`config.mk`:
```
export PLATFORM = sky130hd
export DESIGN_NAME = slot_sequencer
export DESIGN_NICKNAME = d
export VERILOG_FILES = /design/src/common/synth_types_pkg.sv /design/src/logic/slot_sequencer.sv
export VERILOG_INCLUDE_DIRS = /design/src /design/src/common
export SDC_FILE = /design/constraint.sdc
export NUM_CORES = 1
export LEC_CHECK = 0
export ABC_CLOCK_PERIOD_IN_PS = 1700
export BUFFER_PORTS_ARGS = -buffer_cell sky130_fd_sc_hd__buf_2
export CAP_MARGIN = 20
export CORE_AREA = 3 3 40 42
export CTS_BUF_LIST = sky130_fd_sc_hd__clkbuf_8 sky130_fd_sc_hd__clkbuf_16
export CTS_CLUSTER_SIZE = 12
export DETAILED_ROUTE_END_ITERATION = 7
export DIE_AREA = 0 0 43 45
export SLEW_MARGIN = 20
export SYNTH_ARGS = -nofsm -noshare
export SYNTH_HDL_FRONTEND = slang
export SYNTH_SLANG_ARGS = --single-unit
```
`constraint.sdc`:
```
create_clock -name sCLK_XVXENVS -period 1.7 [get_ports sCLK_XVXENVS]
set_clock_uncertainty 0.05 [all_clocks]
set_input_delay 0.51 -clock sCLK_XVXENVS [delete_from_list [all_inputs] [get_ports sCLK_XVXENVS]]
set_output_delay 0.51 -clock sCLK_XVXENVS [all_outputs]
set_load 0.01 [all_outputs]
```
`src/common/synth_consts.svh`:
```
`ifndef SYNTH_CONSTS_SVH
`define SYNTH_CONSTS_SVH

// voice engine geometry
`define VOICES      8
`define V_OSC       4
`define OSC_W       2   // log2 of V_OSC
`define VOICE_W     3   // log2 of VOICES

// datapath widths
`define SAMPLE_W    17
`define COEF_W      8
`define ACC_W       48
`define MOD_W       11
`define CFG_W       32

// scaling
`define LEVEL_SHIFT 7   // level_mul product back to sample range
`define MOD_SHIFT   26  // weighted sum down to modulation range

`endif

```
`src/common/synth_types_pkg.sv`:
```
`include "synth_consts.svh"

package synth_types_pkg;

    // operator output sample
    typedef logic signed [`SAMPLE_W-1:0] sample_t;

    // matrix cell, level or depth
    typedef logic signed [`COEF_W-1:0] coef_t;

    // per-destination running sum
    typedef logic signed [`ACC_W-1:0] acc_t;

    // slot indices
    typedef logic [`OSC_W-1:0] osc_idx_t;
    typedef logic [`VOICE_W-1:0] voice_idx_t;

    // saturated modulation word
    typedef logic signed [`MOD_W-1:0] mod_out_t;

endpackage

```
`src/logic/slot_sequencer.sv`:
```
`timescale 1ns/10ps
`include "synth_consts.svh"

module slot_sequencer (
    input  logic                        sCLK_XVXENVS,
    input  logic                        reset,
    input  logic                        accept,
    output synth_types_pkg::osc_idx_t   osc_idx,
    output synth_types_pkg::voice_idx_t voice_idx,
    output logic                        voice_last
);
    import synth_types_pkg::*;

    localparam osc_idx_t   OSC_LAST   = osc_idx_t'(`V_OSC - 1);
    localparam voice_idx_t VOICE_LAST = voice_idx_t'(`VOICES - 1);

    assign voice_last = (osc_idx == OSC_LAST);

    // osc minor, voice major
    always_ff @(posedge sCLK_XVXENVS) begin
        if (reset) begin
            osc_idx   <= '0;
            voice_idx <= '0;
        end else if (accept) begin
            if (voice_last) begin
                osc_idx <= '0;
                if (voice_idx == VOICE_LAST) begin
                    voice_idx <= '0;        // frame wrap
                end else begin
                    voice_idx <= voice_idx + 1'b1;
                end
            end else begin
                osc_idx <= osc_idx + 1'b1;
            end
        end
    end

    a_voice_step: assert property (@(posedge sCLK_XVXENVS) disable iff (reset)
        (voice_idx != $past(voice_idx)) |-> $past(accept && voice_last))
        else $error("voice index moved without a voice-end acceptance");

endmodule

```
==> After elaboration in Yosys (flattened, before gate mapping) <==
Index checks and enable logic that the tools add are counted.
{ "classes": {"n_addsub": 2, "n_eq_ne": 2, "reduce_logical": 1, "n_mux": 2} }
{ "op_table": {"columns": ["cell", "count"], "rows": [
  ["$add A3 B1 Y3 const B", 1],
  ["$eq A3 B3 Y1 const B", 1],
  ["$mux W3", 1],
  ["$add A2 B1 Y2 const B", 1],
  ["$eq A2 B2 Y1 const B", 1],
  ["$mux W2", 1],
  ["$reduce_and A2 Y1", 1]
]} }
{ "totals": {"elab_cells": 9, "reg_bits": 5, "input_bits": 3} }

==> Logic depth before layout (Yosys ltp) <==
{ "logic_depth": {"ltp_word": 2, "depth_mapped": 4, "ltp_nobuf": 4} }

==> Worst setup path before layout <==
OpenSTA, ideal clock, no wires.
{ "synth_path": {"path_type": "reg-to-output", "start": "register osc_idx[0]", "end": "output port voice_last", "path_stages_with_launch": 2, "n_path_buf": 0, "slack_ns": 0.430, "arrival_ns": 0.710, "cell_sequence": "dfxtp_1 ha_1"} }
{ "synth_via": {"elab_chain_cells": 1} }
{ "synth_lines": {"columns": ["item", "line", "text"], "rows": [
  ["start, declared", "slot_sequencer.sv:8", "output synth_types_pkg::osc_idx_t osc_idx,"],
  ["start signal, assigned", "slot_sequencer.sv:33", "osc_idx <= osc_idx + 1'b1;"],
  ["$eq A2 B2 Y1", "slot_sequencer.sv:17", "assign voice_last = (osc_idx == OSC_LAST);"],
  ["end, declared", "slot_sequencer.sv:10", "output logic voice_last"]
]} }
No other way between the ends.

==> Final worst setup path <==
Ends and elaborated chain as after synthesis.

==> results_dict.tcl <==
set metrics [dict create \
    status "completed" \
    irDropWorstVdd_uv 319 \
    remaining_drc_errors 0 \
    grt_usage_pct 6.34 \
    holdBufCountCts 0 \
    ios 9 \
    grt_pass1_wl_um 828 \
    dr.pass1.iters 2 \
    syn-cell-area_sq_um 256 \
    hold_violations 0 \
    final_core_util_pct 27.4 \
    cp_slowest_stage_delay_ns 0.36 \
    ys_types 13 \
    dr_wl_met2_um 180 \
    rows 13 \
    numCtsBuffers 3 \
    synth_cells 23 \
    arrival_ns 0.99 \
    overflow 0 \
    min_period_ns 1.55 \
    min_delay_path_depth 2 \
    fmaxAchievable_mhz 643 \
    wl_met1_um 251 \
    wl_per_cell_um 9.86 \
    slowest_stage "dfxtp_1" \
    setup_viol 0 \
    pwr-share-seq_pct 34.6 \
    p_per_area_nw_per_um2 1030 \
    worstPathMaxFanout 8 \
    routed_wl_um 483 \
    hold_class "flop to flop" \
    ys_ff_latch 5 \
    clk_pin_slew_worst_paths_ns 0.04 \
    antenna_cells 0 \
    postSynthAreaPerCell_sq_um 11.2 \
    portBuffers 8 \
    worst_setup_path_end_kind "primary output" \
    place_hpwl_um 358 \
    crit_cells 2 \
    via_per_inst 4.27 \
    gp_congestion 0.696 \
    first_global_vias 198 \
    path_cells "ha_2 > buf_2" \
    yosysSeqAreaShare_pct 39.0 \
    max-slew-margin-rel_pct 89.4 \
    fin_setup_tns_ns 0 \
    design.die.area_sq_um 1940 \
    cap_violations 0 \
    tritoncts "yes" \
    switching_share_pct 20.4 \
    critical-path-top-delay-family "flip-flops" \
    fp.coreArea_sq_um 1280 \
    p_sw_w 0.0000740 \
    worstSetupPathType "flop to primary output" \
    ant_nets 0 \
    multi_input_area_sq_um 148 \
    start_util_pct 20.0 \
    power_frac_comb_pct 6.9 \
    synth_nets 29 \
    drive_above_1_share_pct 47.1 \
    drt_iter0_drc 1 \
    internal_power_w 0.000288 \
    insertion_delay_ns 0.22 \
    rsz0062_at_grt "no" \
    cts_sinks 5 \
    worst_pin_slew_ns 0.160 \
    slew_viol_final 0 \
    ff2ff_path_depth 3 \
    crit_buf_inv 1 \
    num-fill-cells 140 \
    critPathLaunchType "flop" \
    cts_buffer_depth 2 \
    seq_area_sq_um 100 \
    area_delta_synth_final_pct 37.1 \
    h-tree-depth 1 \
    root_buffer "clkbuf_8" \
    fin_nets 41 \
    p_leak_nw 0.171 \
    wl_met3_um 52 \
    yosysWarnings 0 \
    crit_required_ns 1.14 \
    highest-signal-layer "met3" \
    vias 209 \
    pwr-share-clk_pct 58.5 \
    fp.dieH_um 45 \
    grt_max_degree 10 \
    fin_crit_sh_pct 91.5 \
    grt_antenna_before_repair 0 \
    die_w_um 43 \
]
-- Yosys cell counts --
library cell / instances / share of area [%]
dfxtp_1: 5 / 39
or3b_1: 1 / 3.4
ha_1: 3 / 15
a21bo_2: 3 / 12
nor2_1: 1 / 1.5
nand4b_1: 1 / 3.4
buf_6: 1 / 4.4
a21oi_1: 3 / 5.9
a21oi_2: 1 / 3.4
nand2b_1: 1 / 2.4
nand3_1: 1 / 1.9
mux2i_1: 1 / 3.9
nand4bb_1: 1 / 4.4
-- routing by layer --
metal | global-route usage, % | up-vias
met5 | 0 | -
met4 | 7.23 | 0
met3 | 3.19 | 0
met2 | 6.59 | 9
met1 | 8.25 | 94
li1 | - | 106
-- worst paths after layout --
kind | start | endpoint | slack (ns)
max | osc_idx[0] | voice_last | 0.15
min | osc_idx[0] | osc_idx[0] | 0.47
max reg2reg | osc_idx[0] | osc_idx[0] | 0.54
min reg2reg | osc_idx[0] | osc_idx[0] | 0.47
-- layout by cell type, fill, tap and decap left out --
| cell | Yosys | final |
|---|---|---|
| nand4b_1 | 1 | 1 |
| dfxtp_1 | 5 | 5 |
| nand3_1 | 1 | 1 |
| ha_2 | 0 | 1 |
| nand2b_1 | 1 | 1 |
| a21oi_2 | 1 | 1 |
| inv_1 | 0 | 1 |
| nor2_1 | 1 | 1 |
| ha_1 | 3 | 2 |
| a21oi_1 | 3 | 3 |
| clkbuf_8 | 0 | 3 |
| mux2i_1 | 1 | 1 |
| buf_2 | 0 | 8 |
| or3b_1 | 1 | 1 |
| nand4bb_1 | 1 | 1 |
| a21bo_2 | 3 | 3 |
-- timing repair --
action | in CTS | in global routing
resized for setup | 0 | 1
setup buffers | 0 | 0
setup endpoints to repair | 0 | 1
-- cell type report --
class                           count  share of cell area (%)
Tap cell                           15                    5.34
Clock inverter                      1                    1.07
Clock buffer                        3                    11.7
Sequential cell                     5                    28.5
Multi-Input combinational cell     17                    42.0
Timing Repair Buffer                8                    11.4
-- flip-flops by register name, summed over array words and instances, names as in the netlist --
register   count
voice_idx      3
osc_idx        2
-- per-stage QoR --
stage / setup slack [ns] / hold WS [ns] / cells / area [sq um] / power, W
final: 0.145 / 0.466 / 49 / 352 / 0.000362
after detailed placement: 0.289 / 0.464 / 45 / 304 / 0.000152
after global routing: 0.0829 / 0.474 / 49 / 352 / 0.000382
after CTS: 0.0567 / 0.465 / 49 / 349 / 0.000371
after global placement: 0.330 / 0.447 / 45 / 304 / 0.000152
after floorplan: 0.430 / 0.475 / 23 / 256 / 0.000144
-- worst register-to-register path: stages, from the launching register on --
cell,delay (ns)
dfxtp_1,0.32
ha_2,0.23
or3b_1,0.37
a21oi_2,0.12
-- power by group through the flow --
stage	Combinational, W	Sequential [W]	Clock [W]
after detailed placement	0.0000249	0.000127	0
after global placement	0.0000250	0.000127	0
final	0.0000249	0.000125	0.000212
after floorplan	0.0000152	0.000129	0
after global routing	0.0000289	0.000126	0.000227
after CTS	0.0000250	0.000125	0.000221
-- cells by family after synthesis --
group | synth area share [%]
compound gates | 21.0
simple gates | 17.1
flops | 39.0
fa+ha+maj | 14.6
buf+inv | 4.39
mux | 3.90
Power figures use the tool's default switching activity.
