$ cat src/common/synth_consts.svh
`ifndef SYNTH_CONSTS_SVH
`define SYNTH_CONSTS_SVH

// voice engine geometry
`define VOICES      8
`define V_OSC       4
`define OSC_W       2   // log2 of V_OSC
`define VOICE_W     3   // log2 of VOICES

// datapath widths
`define SAMPLE_W    17
`define COEF_W      8
`define ACC_W       48
`define MOD_W       11
`define CFG_W       32

// scaling
`define LEVEL_SHIFT 7   // level_mul product back to sample range
`define MOD_SHIFT   26  // weighted sum down to modulation range

`endif

$ cat src/common/synth_types_pkg.sv
`include "synth_consts.svh"

package synth_types_pkg;

    // operator output sample
    typedef logic signed [`SAMPLE_W-1:0] sample_t;

    // matrix cell, level or depth
    typedef logic signed [`COEF_W-1:0] coef_t;

    // per-destination running sum
    typedef logic signed [`ACC_W-1:0] acc_t;

    // slot indices
    typedef logic [`OSC_W-1:0] osc_idx_t;
    typedef logic [`VOICE_W-1:0] voice_idx_t;

    // saturated modulation word
    typedef logic signed [`MOD_W-1:0] mod_out_t;

endpackage

$ cat src/common/synth_cfg_pkg.sv
`include "synth_consts.svh"

package synth_cfg_pkg;

    // which per-oscillator depth a level word writes
    typedef enum logic [2:0] {
        LF_LEVEL_MUL    = 3'd0,
        LF_OSC_MOD      = 3'd1,
        LF_OSC_FEEDB    = 3'd2,
        LF_OSC_MOD_IN   = 3'd3,
        LF_OSC_FEEDB_IN = 3'd4
    } level_field_e;

    // kind 0, one matrix cell
    typedef struct packed {
        logic                      kind;
        logic                      is_fb;     // feedback matrix when set
        synth_types_pkg::osc_idx_t dest;
        synth_types_pkg::osc_idx_t src;
        logic [`CFG_W-2-2*`OSC_W-`COEF_W-1:0] rsvd;
        synth_types_pkg::coef_t    value;
    } cfg_coef_t;

    // kind 1, one per-oscillator depth
    typedef struct packed {
        logic                      kind;
        synth_types_pkg::osc_idx_t osc;
        level_field_e              field;
        logic [`CFG_W-4-`OSC_W-`COEF_W-1:0] rsvd;
        synth_types_pkg::coef_t    value;
    } cfg_level_t;

    // both views share bit 31 as the kind bit
    typedef union packed {
        cfg_coef_t  coef;
        cfg_level_t level;
    } cfg_word_u;

endpackage

$ cat src/mod_matrix/matrix_coef_store.sv
`timescale 1ns/10ps
`include "synth_consts.svh"

module matrix_coef_store (
    input  logic                       sCLK_XVXENVS,
    input  logic                       reset,
    input  logic                       cfg_valid,
    output logic                       cfg_ready,
    input  synth_cfg_pkg::cfg_word_u   cfg_word,
    input  logic                       busy,
    output synth_types_pkg::coef_t     mat_mod [`V_OSC][`V_OSC],
    output synth_types_pkg::coef_t     mat_fb [`V_OSC][`V_OSC],
    output synth_types_pkg::coef_t     level_mul [`V_OSC],
    output synth_types_pkg::coef_t     osc_mod [`V_OSC],
    output synth_types_pkg::coef_t     osc_feedb [`V_OSC],
    output synth_types_pkg::coef_t     osc_mod_in [`V_OSC],
    output synth_types_pkg::coef_t     osc_feedb_in [`V_OSC]
);
    import synth_cfg_pkg::*;

    logic cfg_take;

    assign cfg_ready = !busy;   // only between voices
    assign cfg_take  = cfg_valid && cfg_ready;

    always_ff @(posedge sCLK_XVXENVS) begin
        if (reset) begin
            for (int i = 0; i < `V_OSC; i++) begin
                level_mul[i]    <= '0;
                osc_mod[i]      <= '0;
                osc_feedb[i]    <= '0;
                osc_mod_in[i]   <= '0;
                osc_feedb_in[i] <= '0;
                for (int j = 0; j < `V_OSC; j++) begin
                    mat_mod[i][j] <= '0;
                    mat_fb[i][j]  <= '0;
                end
            end
        end else if (cfg_take) begin
            if (!cfg_word.coef.kind) begin
                if (cfg_word.coef.is_fb) begin
                    mat_fb[cfg_word.coef.dest][cfg_word.coef.src] <= cfg_word.coef.value;
                end else begin
                    mat_mod[cfg_word.coef.dest][cfg_word.coef.src] <= cfg_word.coef.value;
                end
            end else begin
                case (cfg_word.level.field)
                    LF_LEVEL_MUL:    level_mul[cfg_word.level.osc]    <= cfg_word.level.value;
                    LF_OSC_MOD:      osc_mod[cfg_word.level.osc]      <= cfg_word.level.value;
                    LF_OSC_FEEDB:    osc_feedb[cfg_word.level.osc]    <= cfg_word.level.value;
                    LF_OSC_MOD_IN:   osc_mod_in[cfg_word.level.osc]   <= cfg_word.level.value;
                    LF_OSC_FEEDB_IN: osc_feedb_in[cfg_word.level.osc] <= cfg_word.level.value;
                    default: ;      // unknown field, word dropped
                endcase
            end
        end
    end

    a_field_range: assert property (@(posedge sCLK_XVXENVS) disable iff (reset)
        (cfg_take && cfg_word.level.kind) |-> (cfg_word.level.field <= LF_OSC_FEEDB_IN))
        else $error("level word with out-of-range field select");

endmodule

$ cat config.mk
export PLATFORM = sky130hd
export DESIGN_NAME = matrix_coef_store
export DESIGN_NICKNAME = d
export VERILOG_FILES = /design/src/common/synth_types_pkg.sv /design/src/common/synth_cfg_pkg.sv /design/src/mod_matrix/matrix_coef_store.sv
export VERILOG_INCLUDE_DIRS = /design/src /design/src/common
export SDC_FILE = /design/constraint.sdc
export NUM_CORES = 1
export LEC_CHECK = 0
export BUFFER_PORTS_ARGS = -buffer_cell sky130_fd_sc_hd__buf_4
export CORE_ASPECT_RATIO = 0.8
export CORE_MARGIN = 2
export CORE_UTILIZATION = 52
export CTS_BUF_LIST = sky130_fd_sc_hd__clkbuf_8 sky130_fd_sc_hd__clkbuf_16
export DETAILED_ROUTE_END_ITERATION = 8
export PLACE_DENSITY = 0.8
export SYNTH_ARGS = -nofsm -noshare
export SYNTH_HDL_FRONTEND = slang
export SYNTH_SLANG_ARGS = --single-unit
$ cat constraint.sdc
create_clock -name sCLK_XVXENVS -period 1.5 [get_ports sCLK_XVXENVS]
set_input_delay 0.15 -clock sCLK_XVXENVS [delete_from_list [all_inputs] [get_ports sCLK_XVXENVS]]
set_output_delay 0.15 -clock sCLK_XVXENVS [all_outputs]
set_load 0.01 [all_outputs]
### After elaboration in Yosys (flattened, before gate mapping)

Index checks and enable logic that the tools add are counted.

| cells by class | value |
|---|---|
| order comparisons | 6 |
| reduce and logical (&&, ||, !) cells | 13 |
| bitwise gates (word level) | 5 |
| multiplexer cells | 13 |
| equal/unequal tests | 4 |

Operators by type and width:

| kind | number |
|---|---|
| $bwmux W128 | 2 |
| $bwmux W32 | 5 |
| $demux W32 S2 | 1 |
| $demux W8 S2 | 2 |
| $mux W32 | 1 |
| $reduce_and A3 Y1 | 7 |
| $mux W8 | 2 |
| $ge A3 B3 Y1 const B | 3 |
| $lt A3 B1 Y1 const B | 3 |
| $not A2 Y3 | 3 |
| $eq A3 B2 Y1 const B | 2 |
| $logic_and A1 B1 Y1 | 4 |
| $eq A3 B1 Y1 const B | 1 |
| $eq A3 B3 Y1 const B | 1 |
| $logic_not A3 Y1 | 1 |
| $not A1 Y1 | 2 |
| $logic_not A1 Y1 | 1 |

| word-level totals | value |
|---|---|
| flip-flop bits (word level) | 416 |
| output and inout bits | 417 |
| input bits | 36 |
| logic and storage cells | 93 |

### Depth between registers and ports, before layout

| logic depth | value |
|---|---|
| word-level depth | 8 |
| gate-level depth with buffers | 6 |
| gate-level depth less buffers | 3 |

### Least setup slack after synthesis

No wires, ideal clock.

| path | value |
|---|---|
| kind | input to register |
| from | input cfg_word[29] (netlist name) |
| to | register osc_feedb_in[23] (netlist name) |
| slack | 111 ps |
| path buffers | 2 |
| arrival | 1257 ps |
| library setup time | 132 ps |
| required time | 1368 ps |
| stages | 5 |
| path through | buf_2 > buf_2 > and4bb_1 > nand2_1 > mux2i_1 |

| on the way | value |
|---|---|
| word-level cells in the longest chain between the ends | 6 |
| elaborated cells on any way between the ends | 7 |
| those cells by class | order compare: 2; mux: 3; bitwise: 1; reduce/logical: 1 |

RTL lines:

| what | line | text |
|---|---|---|
| from (decl) | matrix_coef_store.sv:9 | `input synth_cfg_pkg::cfg_word_u cfg_word,` |
| $not A2 Y3 (implied by the code) (*) | matrix_coef_store.sv:52 | `LF_OSC_FEEDB_IN: osc_feedb_in[cfg_word.level.osc] <= cfg_word.level.value;` |
| $ge A3 B3 Y1 (implied by the code) / $lt A3 B1 Y1 (equally long branches) | matrix_coef_store.sv:52 |  |
| $logic_and A1 B1 Y1 (implied by the code) | matrix_coef_store.sv:52 |  |
| $mux W8 (implied by the code) | matrix_coef_store.sv:52 |  |
| $demux W8 S2 (*) | matrix_coef_store.sv:52 |  |
| $bwmux W32 (*) | matrix_coef_store.sv:52 |  |
| to (signal, indexed assignment) | matrix_coef_store.sv:52 |  |
| to (decl) | matrix_coef_store.sv:17 | `` output synth_types_pkg::coef_t osc_feedb_in [`V_OSC] `` |

Every way passes the cells marked *; elsewhere a longest branch is shown, timed or not.
A chain may end at the register's enable or synchronous reset.

### Worst setup path after layout

| path | value |
|---|---|
| from | register mat_fb[49] (netlist name) |
| to | output mat_fb[49] (netlist name) |

RTL lines:

| what | line | text |
|---|---|---|
| from (decl) | matrix_coef_store.sv:12 | `` output synth_types_pkg::coef_t mat_fb [`V_OSC][`V_OSC], `` |
| from (signal, indexed assignment) | matrix_coef_store.sv:42 | `mat_fb[cfg_word.coef.dest][cfg_word.coef.src] <= cfg_word.coef.value;` |

No word-level cell between the ends.

==> impl_metrics.csv <==
group,metric,value,unit
floorplan,pin_count,453,
grt,grt_pass1_vias,11871,
critical_path,critPathRequiredTime,1.35,ns
synthesis,yosys_warnings,0,
floorplan,die_h,162,um
layout,final_common_cell,"buf_4",
timing,worst_pin_slew,0.517,ns
clocking,post_cts_buffers,0,
clocking,clk_pin_slew_worst_paths,0.06,ns
clocking,postCtsResizedCells,0,
worst_hold_path,hold_path_depth,3,
detailed_routing,vias_per_cell,5.15,
critical_path,worstPathCellList,"buf_4",
layout,final_cell_mix,"466 x buf_4, 416 x nand2b_1, 416 x mux2i_1, 416 x dfxtp_1, 45 x clkbuf_16",
detailed_routing,wl_per_cell,20.5,um
grt,antenna_found_initial,1,
synthesis,syn_area,0.0162,sq mm
layout,drive_gt1_share,31.9,%
critical_path,r2r_slack,0.82,ns
layout,fin_cells,2310,
clocking,htreeDepth,2,
grt,use_met2,46.7,%
layout,area_growth_syn_to_layout,34.3,%
clocking,clkLatencyLatePin,0.54,ns
grt,grt_use_total,28.2,%
timing,finalSetupTns,0,ns
timing,hold_violations,0,
critical_path,worstSetupStartpointType,"flip-flop",
critical_path,reg2reg_from,"mat_fb[87]",
critical_path,crit_path_max_fanout,2,
floorplan,chipWidth,201,um
critical_path,cp_num_buf_inv,1,
clocking,cts_root_buf,"clkbuf_16",
grt,grt.overflow.total,0,
synthesis,synth_fp_nets,1481,
placed_design,place_congestion,0.795,
worst_hold_path,min_path_type,"input port to flip-flop",
worst_hold_path,hp-start,"reset",
detailed_routing,dr_total_vias,11899,
timing,fmax,0.836,GHz
placed_design,io_buffers,434,
layout,final_cell_area,0.0217,sq mm
critical_path,rr_endpoint,"mat_fb[87]",
power_and_ir_drop,leakage,11.7,nW
detailed_routing,drtAntennaViolNets,0,
floorplan,rows,57,
synthesis,synth_top_area_share,51.5,%
placed_design,hpwlAfterDp,31700,um
status,status,"completed",
synthesis,postSynth.topFlopCell,"dfxtp_1",
job,cap_violations,0,
synthesis,yosysSeqAreaShare,51.5,%
timing,min_period,1.20,ns
critical_path,crit_slowest_cell,"dfxtp_1",
timing,finalSetupViolCount,0,
layout,finalNetCount,1901,
timing,fin_skew,0,ns
layout,fin_util,71.2,%
critical_path,reg2reg_depth,2,
grt,use_met3,7.66,%
critical_path,criticalPathCategory,"flip-flop to primary output",
worst_hold_path,min_to,"mat_mod[123]",
timing,finalCritPeriodShare,79.8,%
placed_design,dp.cells,2234,
detailed_routing,drcViolationCount,0,
synthesis,synth_cells,1445,
timing,rsz0062_at_grt,"no",
power_and_ir_drop,pwr_density_cell,1060,mW/mm^2
synthesis,async_reset_ff_share,0,%
placed_design,place_area,0.0202,sq mm
critical_path,cp_top_family,"flip-flops",
synthesis,synth_edf_count,0,
critical_path,cp.arrival,1.05,ns
floorplan,initial_core_util,53.0,%
critical_path,worst_setup_path_end_kind,"primary output",
synthesis,synth_top_area_cell,"dfxtp_1",
clocking,cts_buffers,42,
synthesis,avgSynthCellArea,11.2,sq um
synthesis,yosysUniqueCellTypes,24,
clocking,cts_hold_buf,0,
grt,grt_pass1_wl,71500,um
detailed_routing,drt_iter0_drc,497,
synthesis,synth_seq_cells,416,
power_and_ir_drop,peakVddDrop,0.781,mV
grt,busiest_layer,"met2",
grt,grt_max_degree,113,
synthesis,ys_top_cells_by_area,"dfxtp_1 51%, mux2i_1 26%, nand2b_1 16%",
detailed_routing,first_pass_iters,4,
clocking,cts_max_path_buffers,3,
floorplan,core,0.0305,sq mm
timing,relSlewSlack,65.5,%
clocking,clock-sinks,416,
grt,use_met1,34.8,%
clocking,cts_tree,"yes",
detailed_routing,routed_wl,47300,um
timing,drv_slew,0,
floorplan,fp.dieArea,0.0325,sq mm
critical_path,critical_path.max_stage_delay,0.36,ns
power_and_ir_drop,finalPower,23.0,mW
[sequential cells by signal, indices dropped and copies added (netlist names)]
| signal | flops |
|---|---|
| mat_fb | 128 |
| mat_mod | 128 |
| level_mul | 32 |
| osc_feedb | 32 |
| osc_feedb_in | 32 |
| osc_mod | 32 |
| osc_mod_in | 32 |
[worst max path at each step]
stage,startpoint,end,slack (ns),depth (start not counted)
6_report,mat_fb[49],mat_fb[49],0.30,1
5_1_grt,mat_mod[110],mat_mod[110],0.24,1
4_1_cts,mat_mod[110],mat_mod[110],0.27,1
3_5_place_dp,cfg_word[28],level_mul[20],-0.009,5
3_3_place_gp,cfg_word[30],mat_fb[96],0.01,5
2_1_floorplan,cfg_word[29],osc_feedb_in[23],0.11,5
[synthesized netlist by cell type, types with 2 or more instances]
master,count
and2_1,2
and4b_1,4
and4bb_1,3
buf_1,5
buf_2,12
buf_4,4
clkbuf_1,92
dfxtp_1,416
mux2i_1,416
nand2_1,18
nand2_2,28
nand2b_1,424
nand3_2,4
nand4_4,2
nor4b_2,2
nor4b_4,2
nor4bb_1,4
[report_power, final]
part	total (mW)	switching (mW)	internal (mW)
registers	11.1	0.0144	11.1
logic	0.976	0.554	0.422
clock network	10.9	4.27	6.68
total	23.0	4.84	18.2
[through the flow]
stage | worst slack, ns | hold slack, ns
after floorplan | 0.111 | 0.344
after global placement | 0.0136 | 0.460
after detailed placement | -0.00900 | 0.466
after CTS | 0.266 | 0.0861
after global routing | 0.244 | 0.111
final | 0.304 | 0.108
[routing by layer]
metal  vias to the layer above  routed length (um)
met5                         -                   0
met3                       101                3110
met4                         0                1870
li1                       5601                   -
met2                       363               22200
met1                      5834               20200
[layout make-up]
cell class              count  area [sq um]
fillers                  2265          8800
well taps                 413           517
repair buffers            490          3970
flip-flops and latches    416          8330
diodes                      1          2.50
clock buffers              57          1290
inverters                   1          3.75
multi-input cells         914          7430
clock inverters            18           181
[cells by family (layout without fill, tap and decap cells)]
group | count (synthesis) | after routing | synth area share (%)
other | 0 | 1 | 0
flip-flops | 416 | 416 | 51.5
multiplexers | 416 | 416 | 25.7
buffers and inverters | 115 | 566 | 2.86
AND/OR/NAND/NOR | 498 | 498 | 19.9
Power figures use the tool's default switching activity.
