## src/common/synth_consts.svh

```systemverilog
`ifndef SYNTH_CONSTS_SVH
`define SYNTH_CONSTS_SVH

// voice engine geometry
`define VOICES      8
`define V_OSC       4
`define OSC_W       2   // log2 of V_OSC
`define VOICE_W     3   // log2 of VOICES

// datapath widths
`define SAMPLE_W    17
`define COEF_W      8
`define ACC_W       48
`define MOD_W       11
`define CFG_W       32

// scaling
`define LEVEL_SHIFT 7   // level_mul product back to sample range
`define MOD_SHIFT   26  // weighted sum down to modulation range

`endif

```

## src/common/synth_types_pkg.sv

```systemverilog
`include "synth_consts.svh"

package synth_types_pkg;

    // operator output sample
    typedef logic signed [`SAMPLE_W-1:0] sample_t;

    // matrix cell, level or depth
    typedef logic signed [`COEF_W-1:0] coef_t;

    // per-destination running sum
    typedef logic signed [`ACC_W-1:0] acc_t;

    // slot indices
    typedef logic [`OSC_W-1:0] osc_idx_t;
    typedef logic [`VOICE_W-1:0] voice_idx_t;

    // saturated modulation word
    typedef logic signed [`MOD_W-1:0] mod_out_t;

endpackage

```

## src/logic/mod_output_stage.sv

```systemverilog
`timescale 1ns/10ps
`include "synth_consts.svh"

module mod_output_stage (
    input  logic                        sCLK_XVXENVS,
    input  logic                        reset,
    input  logic                        load_valid,
    output logic                        load_ready,
    input  synth_types_pkg::acc_t       mod_sums [`V_OSC],
    input  synth_types_pkg::acc_t       fb_sums [`V_OSC],
    input  synth_types_pkg::voice_idx_t load_voice,
    input  synth_types_pkg::coef_t      osc_mod_in [`V_OSC],
    input  synth_types_pkg::coef_t      osc_feedb_in [`V_OSC],
    output logic                        mod_valid,
    input  logic                        mod_ready,
    output synth_types_pkg::mod_out_t   mod_word,
    output synth_types_pkg::voice_idx_t mod_voice,
    output synth_types_pkg::osc_idx_t   mod_dest
);
    import synth_types_pkg::*;

    localparam osc_idx_t DST_LAST = osc_idx_t'(`V_OSC - 1);
    localparam acc_t     SAT_MAX  = acc_t'(2 ** (`MOD_W - 1) - 1);
    localparam acc_t     SAT_MIN  = -SAT_MAX - 1;

    logic     load_take, out_take;
    osc_idx_t dst;
    osc_idx_t sel;          // destination the next word is built from
    acc_t     weighted, shifted;
    mod_out_t sat_word;

    assign load_take = load_valid && load_ready;
    assign out_take  = mod_valid && mod_ready;
    assign sel       = load_take ? '0 : osc_idx_t'(dst + 1'b1);

    assign weighted = mod_sums[sel] * acc_t'(osc_mod_in[sel])
                    + fb_sums[sel] * acc_t'(osc_feedb_in[sel]);
    assign shifted  = weighted >>> `MOD_SHIFT;

    always_comb begin
        if (shifted > SAT_MAX) begin
            sat_word = mod_out_t'(SAT_MAX);
        end else if (shifted < SAT_MIN) begin
            sat_word = mod_out_t'(SAT_MIN);
        end else begin
            sat_word = mod_out_t'(shifted);
        end
    end

    always_ff @(posedge sCLK_XVXENVS) begin
        if (reset) begin
            load_ready <= 1'b1;
            mod_valid  <= 1'b0;
            dst        <= '0;
        end else if (load_take) begin
            load_ready <= 1'b0;
            mod_valid  <= 1'b1;     // dest 0 ready next cycle
            dst        <= '0;
        end else if (out_take) begin
            if (dst == DST_LAST) begin
                mod_valid  <= 1'b0;
                load_ready <= 1'b1;
            end else begin
                dst <= dst + 1'b1;
            end
        end
    end

    always_ff @(posedge sCLK_XVXENVS) begin
        if (load_take || (out_take && dst != DST_LAST)) begin
            mod_word <= sat_word;
        end
        if (load_take) begin
            mod_voice <= load_voice;
        end
    end

    assign mod_dest = dst;

    a_word_hold: assert property (@(posedge sCLK_XVXENVS) disable iff (reset)
        (mod_valid && !mod_ready) |=> (mod_valid && $stable(mod_word)))
        else $error("mod_word changed while stalled");

endmodule

```

## config.mk

```make
export PLATFORM = sky130hd
export DESIGN_NAME = mod_output_stage
export DESIGN_NICKNAME = d
export VERILOG_FILES = /design/src/common/synth_types_pkg.sv /design/src/logic/mod_output_stage.sv
export VERILOG_INCLUDE_DIRS = /design/src /design/src/common
export SDC_FILE = /design/constraint.sdc
export NUM_CORES = 2
export LEC_CHECK = 0
export BUFFER_PORTS_ARGS = -buffer_cell sky130_fd_sc_hd__buf_2
export CAP_MARGIN = 20
export CELL_PAD_IN_SITES_DETAIL_PLACEMENT = 0
export CELL_PAD_IN_SITES_GLOBAL_PLACEMENT = 1
export CORE_ASPECT_RATIO = 0.7
export CORE_UTILIZATION = 31
export DETAILED_ROUTE_END_ITERATION = 7
export PLACE_DENSITY_LB_ADDON = 0.1
export SETUP_SLACK_MARGIN = 0.2
export SYNTH_ARGS = -nofsm -noshare
export SYNTH_HDL_FRONTEND = slang
export SYNTH_SLANG_ARGS = --single-unit
```

## constraint.sdc

```tcl
create_clock -name sCLK_XVXENVS -period 26.9 [get_ports sCLK_XVXENVS]
set_input_delay 2.69 -clock sCLK_XVXENVS [delete_from_list [all_inputs] [get_ports sCLK_XVXENVS]]
set_output_delay 2.69 -clock sCLK_XVXENVS [all_outputs]
set_load 0.01 [all_outputs]
```

==> Word level (Yosys, flattened, before mapping) <==
Cells that the tools add are included.
{ "totals": {"word_cells": 45, "output_inout_bits": 18, "reg_bits": 18, "input_bits": 455} }
{ "classes": {"n_reduce_logical": 9, "add_sub_neg": 2, "multipliers": 2, "n_mux": 20, "bitwise": 2, "eq_ne": 2, "order_cmp": 3} }
{ "op_table": {"columns": ["operator", "n"], "rows": [
  ["48-bit binary-select mux with 2-bit select", 2],
  ["48-bit 2-to-1 mux", 4],
  ["48-bit by 8-bit multiplier with 48-bit output", 2],
  ["48-bit adder", 1],
  ["8-bit binary-select mux with 2-bit select", 2],
  ["8-bit 2-to-1 mux", 4],
  ["22-bit by 11-bit greater-than comparator with 1-bit output (second input constant)", 1],
  ["22-bit by 11-bit < comparator with 1-bit output (second input constant)", 1],
  ["11-bit 2-to-1 mux", 1],
  ["1-bit 2-to-1 mux", 6],
  ["2-bit AND reduction", 2],
  ["2-bit nonzero test", 2],
  ["3-bit greater-or-equal comparator (second input constant)", 1],
  ["1-bit logical AND", 3],
  ["2-bit NOT with 3-bit output", 1],
  ["2-bit by 1-bit adder with 2-bit output (second input constant)", 1],
  ["2-bit == test (second input constant)", 1],
  ["2-bit 2-to-1 mux", 1],
  ["2-bit inequality test (second input constant)", 1],
  ["2-bit OR reduction", 1],
  ["1-bit logical OR", 1],
  ["1-bit NOT", 1]
]} }

==> Depth between registers and ports, before layout <==
{ "depth": {"word_depth": 10, "depth_mapped": 36} }

==> Worst setup path after synthesis <==
No wires, ideal clock.
{ "synth_timing": {"path_type": "input to register", "from": "input port load_valid", "to": "register mod_word[0] (data pin)", "setup_time_ns": 0.279, "path_buffers": 5, "arrival_time_ns": 10.409, "path_stages": 33, "setup_slack_ns": 16.212, "cell_sequence": "buf_6 a21boi_4 buf_2 buf_1 buf_1 clkbuf_1 nand2_1 nand3_1 o21a_1 nand2_1 fa_1 inv_1 fa_1 inv_1 fa_1 inv_1 fa_1 fa_1 inv_1 fa_1 inv_1 ha_1 nand3_1 or4_1 a211oi_1 nor4b_1 o211a_2 o21ai_1 a31oi_1 xnor2_1 or2_1 o41ai_4 a21oi_1"} }
{ "synth_between": {"elab_chain_len": 10, "word_cells_on_any_way": 21, "classes_between": "add/sub (1); mul (2); order compare (2); mux (14); bitwise (1); reduce/logical (1)"} }
{ "synth_rtl": {"columns": ["element", "line", "source"], "rows": [
  ["start: declaration", "mod_output_stage.sv:7", "input logic load_valid,"],
  ["1-bit logical AND *", "mod_output_stage.sv:32", "assign load_take = load_valid && load_ready;"],
  ["2-bit 2-to-1 mux *", "mod_output_stage.sv:34", "assign sel = load_take ? '0 : osc_idx_t'(dst + 1'b1);"],
  ["2-bit NOT with 3-bit output (implied by the code) *", "mod_output_stage.sv:36, mod_output_stage.sv:37", null],
  ["48-bit binary-select mux with 2-bit select, or another cell as far along", "mod_output_stage.sv:36", "assign weighted = mod_sums[sel] * acc_t'(osc_mod_in[sel])"],
  ["48-bit 2-to-1 mux (implied by the code), or another cell as far along (2 in series)", "mod_output_stage.sv:36", null],
  ["48-bit by 8-bit multiplier with 48-bit output, on equally long branches", "mod_output_stage.sv:36, mod_output_stage.sv:37", null],
  ["48-bit adder *", "mod_output_stage.sv:37", "+ fb_sums[sel] * acc_t'(osc_feedb_in[sel]);"],
  ["22-bit by 11-bit < comparator with 1-bit output", "mod_output_stage.sv:43", "end else if (shifted < SAT_MIN) begin"],
  ["11-bit 2-to-1 mux", "mod_output_stage.sv:43", null],
  ["end signal: assignment", "mod_output_stage.sv:71", "mod_word <= sat_word;"],
  ["end: declaration", "mod_output_stage.sv:16", "output synth_types_pkg::mod_out_t mod_word,"]
]} }
Mark *: on every way between the ends. The rest lies on a longest branch, timed or not. The select of a mux whose other input is x is not followed.
A chain may end at the register's enable or synchronous reset.

==> Final worst setup path <==
{ "layout_timing": {"from": "input port load_valid", "to": "register mod_word[7] (data pin)"} }
Same word-level chain as after synthesis.

==> metrics.md <==
| Metric | Value |
|---|---|
| Via count | `23300` |
| End point of the critical path | `mod_word[7]$_SDFFCE_PN1P_` |
| CTS resizes | `0` |
| Largest net degree at the start of global routing | `70` |
| Clock Skews | `33.5 ps` |
| Starting density of the core | `31.4%` |
| DRC viols | `0` |
| Post-synth ARST share | `0%` |
| Register area share after synthesis | `1.93%` |
| Slowest CP cell | `buf_4` |
| Share of cells above drive strength 1 | `17.8%` |
| Antenna viol nets, final | `0` |
| Slew HR | `21.6%` |
| Post-DP Area | `29800 µm²` |
| Hold Path Class | `flop to flop` |
| DRT Wirelength | `110000 µm` |
| Clock Path Buffers | `2` |
| Core region area | `82700 µm²` |
| Number of distinct library cells after synthesis | `83` |
| Slew at the pin closest to its max-slew limit | `1180 ps` |
| Gate Count Post-Synth | `3249` |
| Ys Warns | `0` |
| R2r setup slk | `15920 ps` |
| DR WL/cell | `23.1 µm` |
| Commonest non-fill, non-tap cells in the layout | `710 x inv_1, 638 x nand2_1, 591 x fa_1, 472 x buf_2, 210 x nor2_1` |
| Final count of hold timing violations | `0` |
| Layout area overhead | `15.3%` |
| Hold Crit Depth | `2` |
| CTS tree | `done` |
| Worst reg2reg path endpoint | `mod_word[7]$_SDFFCE_PN1P_` |
| Clock insertion delay at the later pin of the skew report | `320 ps` |
| FF-to-FF path depth | `30` |
| Final slew viol count | `0` |
| Syn_nets | `4411` |
| Die span in y | `244 µm` |
| Fin area | `29900 µm²` |
| Fmax achieved | `81.4 MHz` |
| CTS Hold Bufs | `0` |
| Cell taking the most area after synthesis | `fa_1` |
| Core Rows | `88` |
| HPWL after detailed placement | `89200 µm` |
| Port buffer count | `472` |
| Vias in the first global route | `24300` |
| Crit Path Class | `primary input to flop` |
| CTS buffer count | `3` |
| Worst path arrival time | `12300 ps` |
| Die Width | `348 µm` |
| Critical path launch point | `load_valid` |
| Global-route wire length before repair | `164000 µm` |
| Mapped Area | `26000 µm²` |
| CP max stage delay | `680 ps` |
| Share of the synthesized area in the top cell type | `45.6%` |
| EDFF count, synth | `14` |
| Metal3 WL | `9750 µm` |
| Final nets | `4816` |
| Area contributors post-synth | `fa_1 46%, inv_1 10%, nand2_1 9.2%` |
| Synthesis-stage register bit count | `18` |
| Postcts setup bufs | `0` |
| Setup TNS | `0 ps` |
| WL met1 | `56000 µm` |
| Clock sinks | `18` |
| Initial DRT Pass Iterations | `7` |
| Most common cell on crit path | `fa_1` |
| Status | `finished clean` |
| Most common cell after layout, fill and taps aside | `inv_1` |
| Layout fillers | `8919` |
| DR vias/cell | `4.88` |
| Synth Flop Type | `edfxtp_1` |
| Required time worst endpoint | `26920 ps` |
| Startpoint Class | `primary input` |
| Min Tclk post-route | `12290 ps` |
| DR top layer | `met5` |
| CTS H-tree depth | `1` |
| Io pins | `473` |
| RSZ-0062 raised after global routing | `no` |
| GPL Wtd Cong | `0.886` |
| Worst R2R Start | `mod_dest[1]$_SDFFE_PP0P_` |
| Die area | `84900 µm²` |
| Part of the cycle the worst path needs | `45.7%` |
| GRT Resource Usage Total | `26.4%` |
| Worst Setup End Kind | `flop` |
| Metal2 WL | `43500 µm` |
| Root Driver | `clkbuf_16` |
| Initial antenna violation count | `5` |
| Grt total ovfl | `0` |
| Initial DRC Count | `1503` |
| Final setup viols | `0` |
| Max-cap violations | `0` |
| Critical path fanouts, max | `54` |
| CTS clk-pin slew, worst paths | `110 ps` |
| Mapped Avg Cell Area | `7.99 µm²` |
==> per-layer routing <==
metal	vias up	track usage (%)
li1	10600	-
met1	11800	41.4
met2	784	36.3
met3	58	7.07
met4	4	2.80
met5	-	1.19
==> cell usage after synthesis, types with 35 or more instances <==
| cell | number |
|---|---|
| xnor2_1 | 37 |
| nor2b_1 | 58 |
| mux2_2 | 35 |
| a211oi_1 | 51 |
| nand2b_1 | 41 |
| fa_1 | 591 |
| nand2_1 | 638 |
| inv_1 | 710 |
| nand3_1 | 56 |
| and2_1 | 93 |
| o21ai_0 | 59 |
| ha_1 | 116 |
| a31oi_1 | 50 |
| clkbuf_1 | 102 |
| nor2_1 | 211 |
| a21oi_1 | 89 |
==> metrics by stage <==
stage / std cells / setup WS, ps / hold slack (ps) / utilization (%)
floorplan: 3249 / 16210 / 549 / -
global placement: 4767 / 14480 / 532 / 36.0
detailed placement: 4772 / 14390 / 530 / 36.1
CTS: 4776 / 14660 / 554 / 36.2
global route: 4780 / 14060 / 591 / 36.2
finish: 4782 / 14610 / 555 / 36.2
==> worst min path at each step <==
| stage | endpoint | slack (ps) | startpoint |
|---|---|---|---|
| detailed placement | mod_valid$_SDFFE_PP0P_ | 530 | mod_valid$_SDFFE_PP0P_ |
| finish | mod_valid$_SDFFE_PP0P_ | 560 | mod_valid$_SDFFE_PP0P_ |
| global placement | mod_valid$_SDFFE_PP0P_ | 530 | mod_valid$_SDFFE_PP0P_ |
| floorplan | mod_valid$_SDFFE_PP0P_ | 550 | mod_valid$_SDFFE_PP0P_ |
| CTS | mod_valid$_SDFFE_PP0P_ | 550 | mod_valid$_SDFFE_PP0P_ |
| global route | mod_valid$_SDFFE_PP0P_ | 590 | mod_valid$_SDFFE_PP0P_ |
==> final cells by class <==
type	count	area, µm²	area share [%]
multi-input cells	2368	22300	74.5
repair buffers	551	2960	9.89
inverters	712	2670	8.93
well taps	1125	1410	4.70
flip-flops and latches	18	502	1.68
clock buffers	3	75.1	0.251
diodes	4	10.0	0.0335
clock inverters	1	3.75	0.0125
==> cells by family (layout without fill, tap and decap cells) <==
group / count (synthesis) / after routing / share of synthesized area [%]
AOI/OAI and AO/OA: 387 / 387 / 10.2
xor gates and xnor gates: 53 / 53 / 1.85
adders and majority gates: 707 / 707 / 51.2
buffers and inverters: 863 / 1267 / 12.8
DFF: 18 / 18 / 1.93
muxes: 60 / 60 / 2.48
other: 0 / 4 / 0
and+or+nand+nor: 1161 / 1161 / 19.6
==> worst max-delay path, delay by kind of cell <==
kind	cells	cell delay (ps)
compound gates	9	2330
xor+xnor	1	180
fa+ha+maj	7	3440
buf+inv	9	2300
simple gates	4	1200
==> flip-flops by register name, indices dropped and copies added (netlist names) <==
name / count
mod_word: 11
mod_voice: 3
mod_dest: 2
load_ready: 1
mod_valid: 1
Power is not shown: default switching activity piles up to over one toggle a cycle in this logic, so the estimate is an artifact.
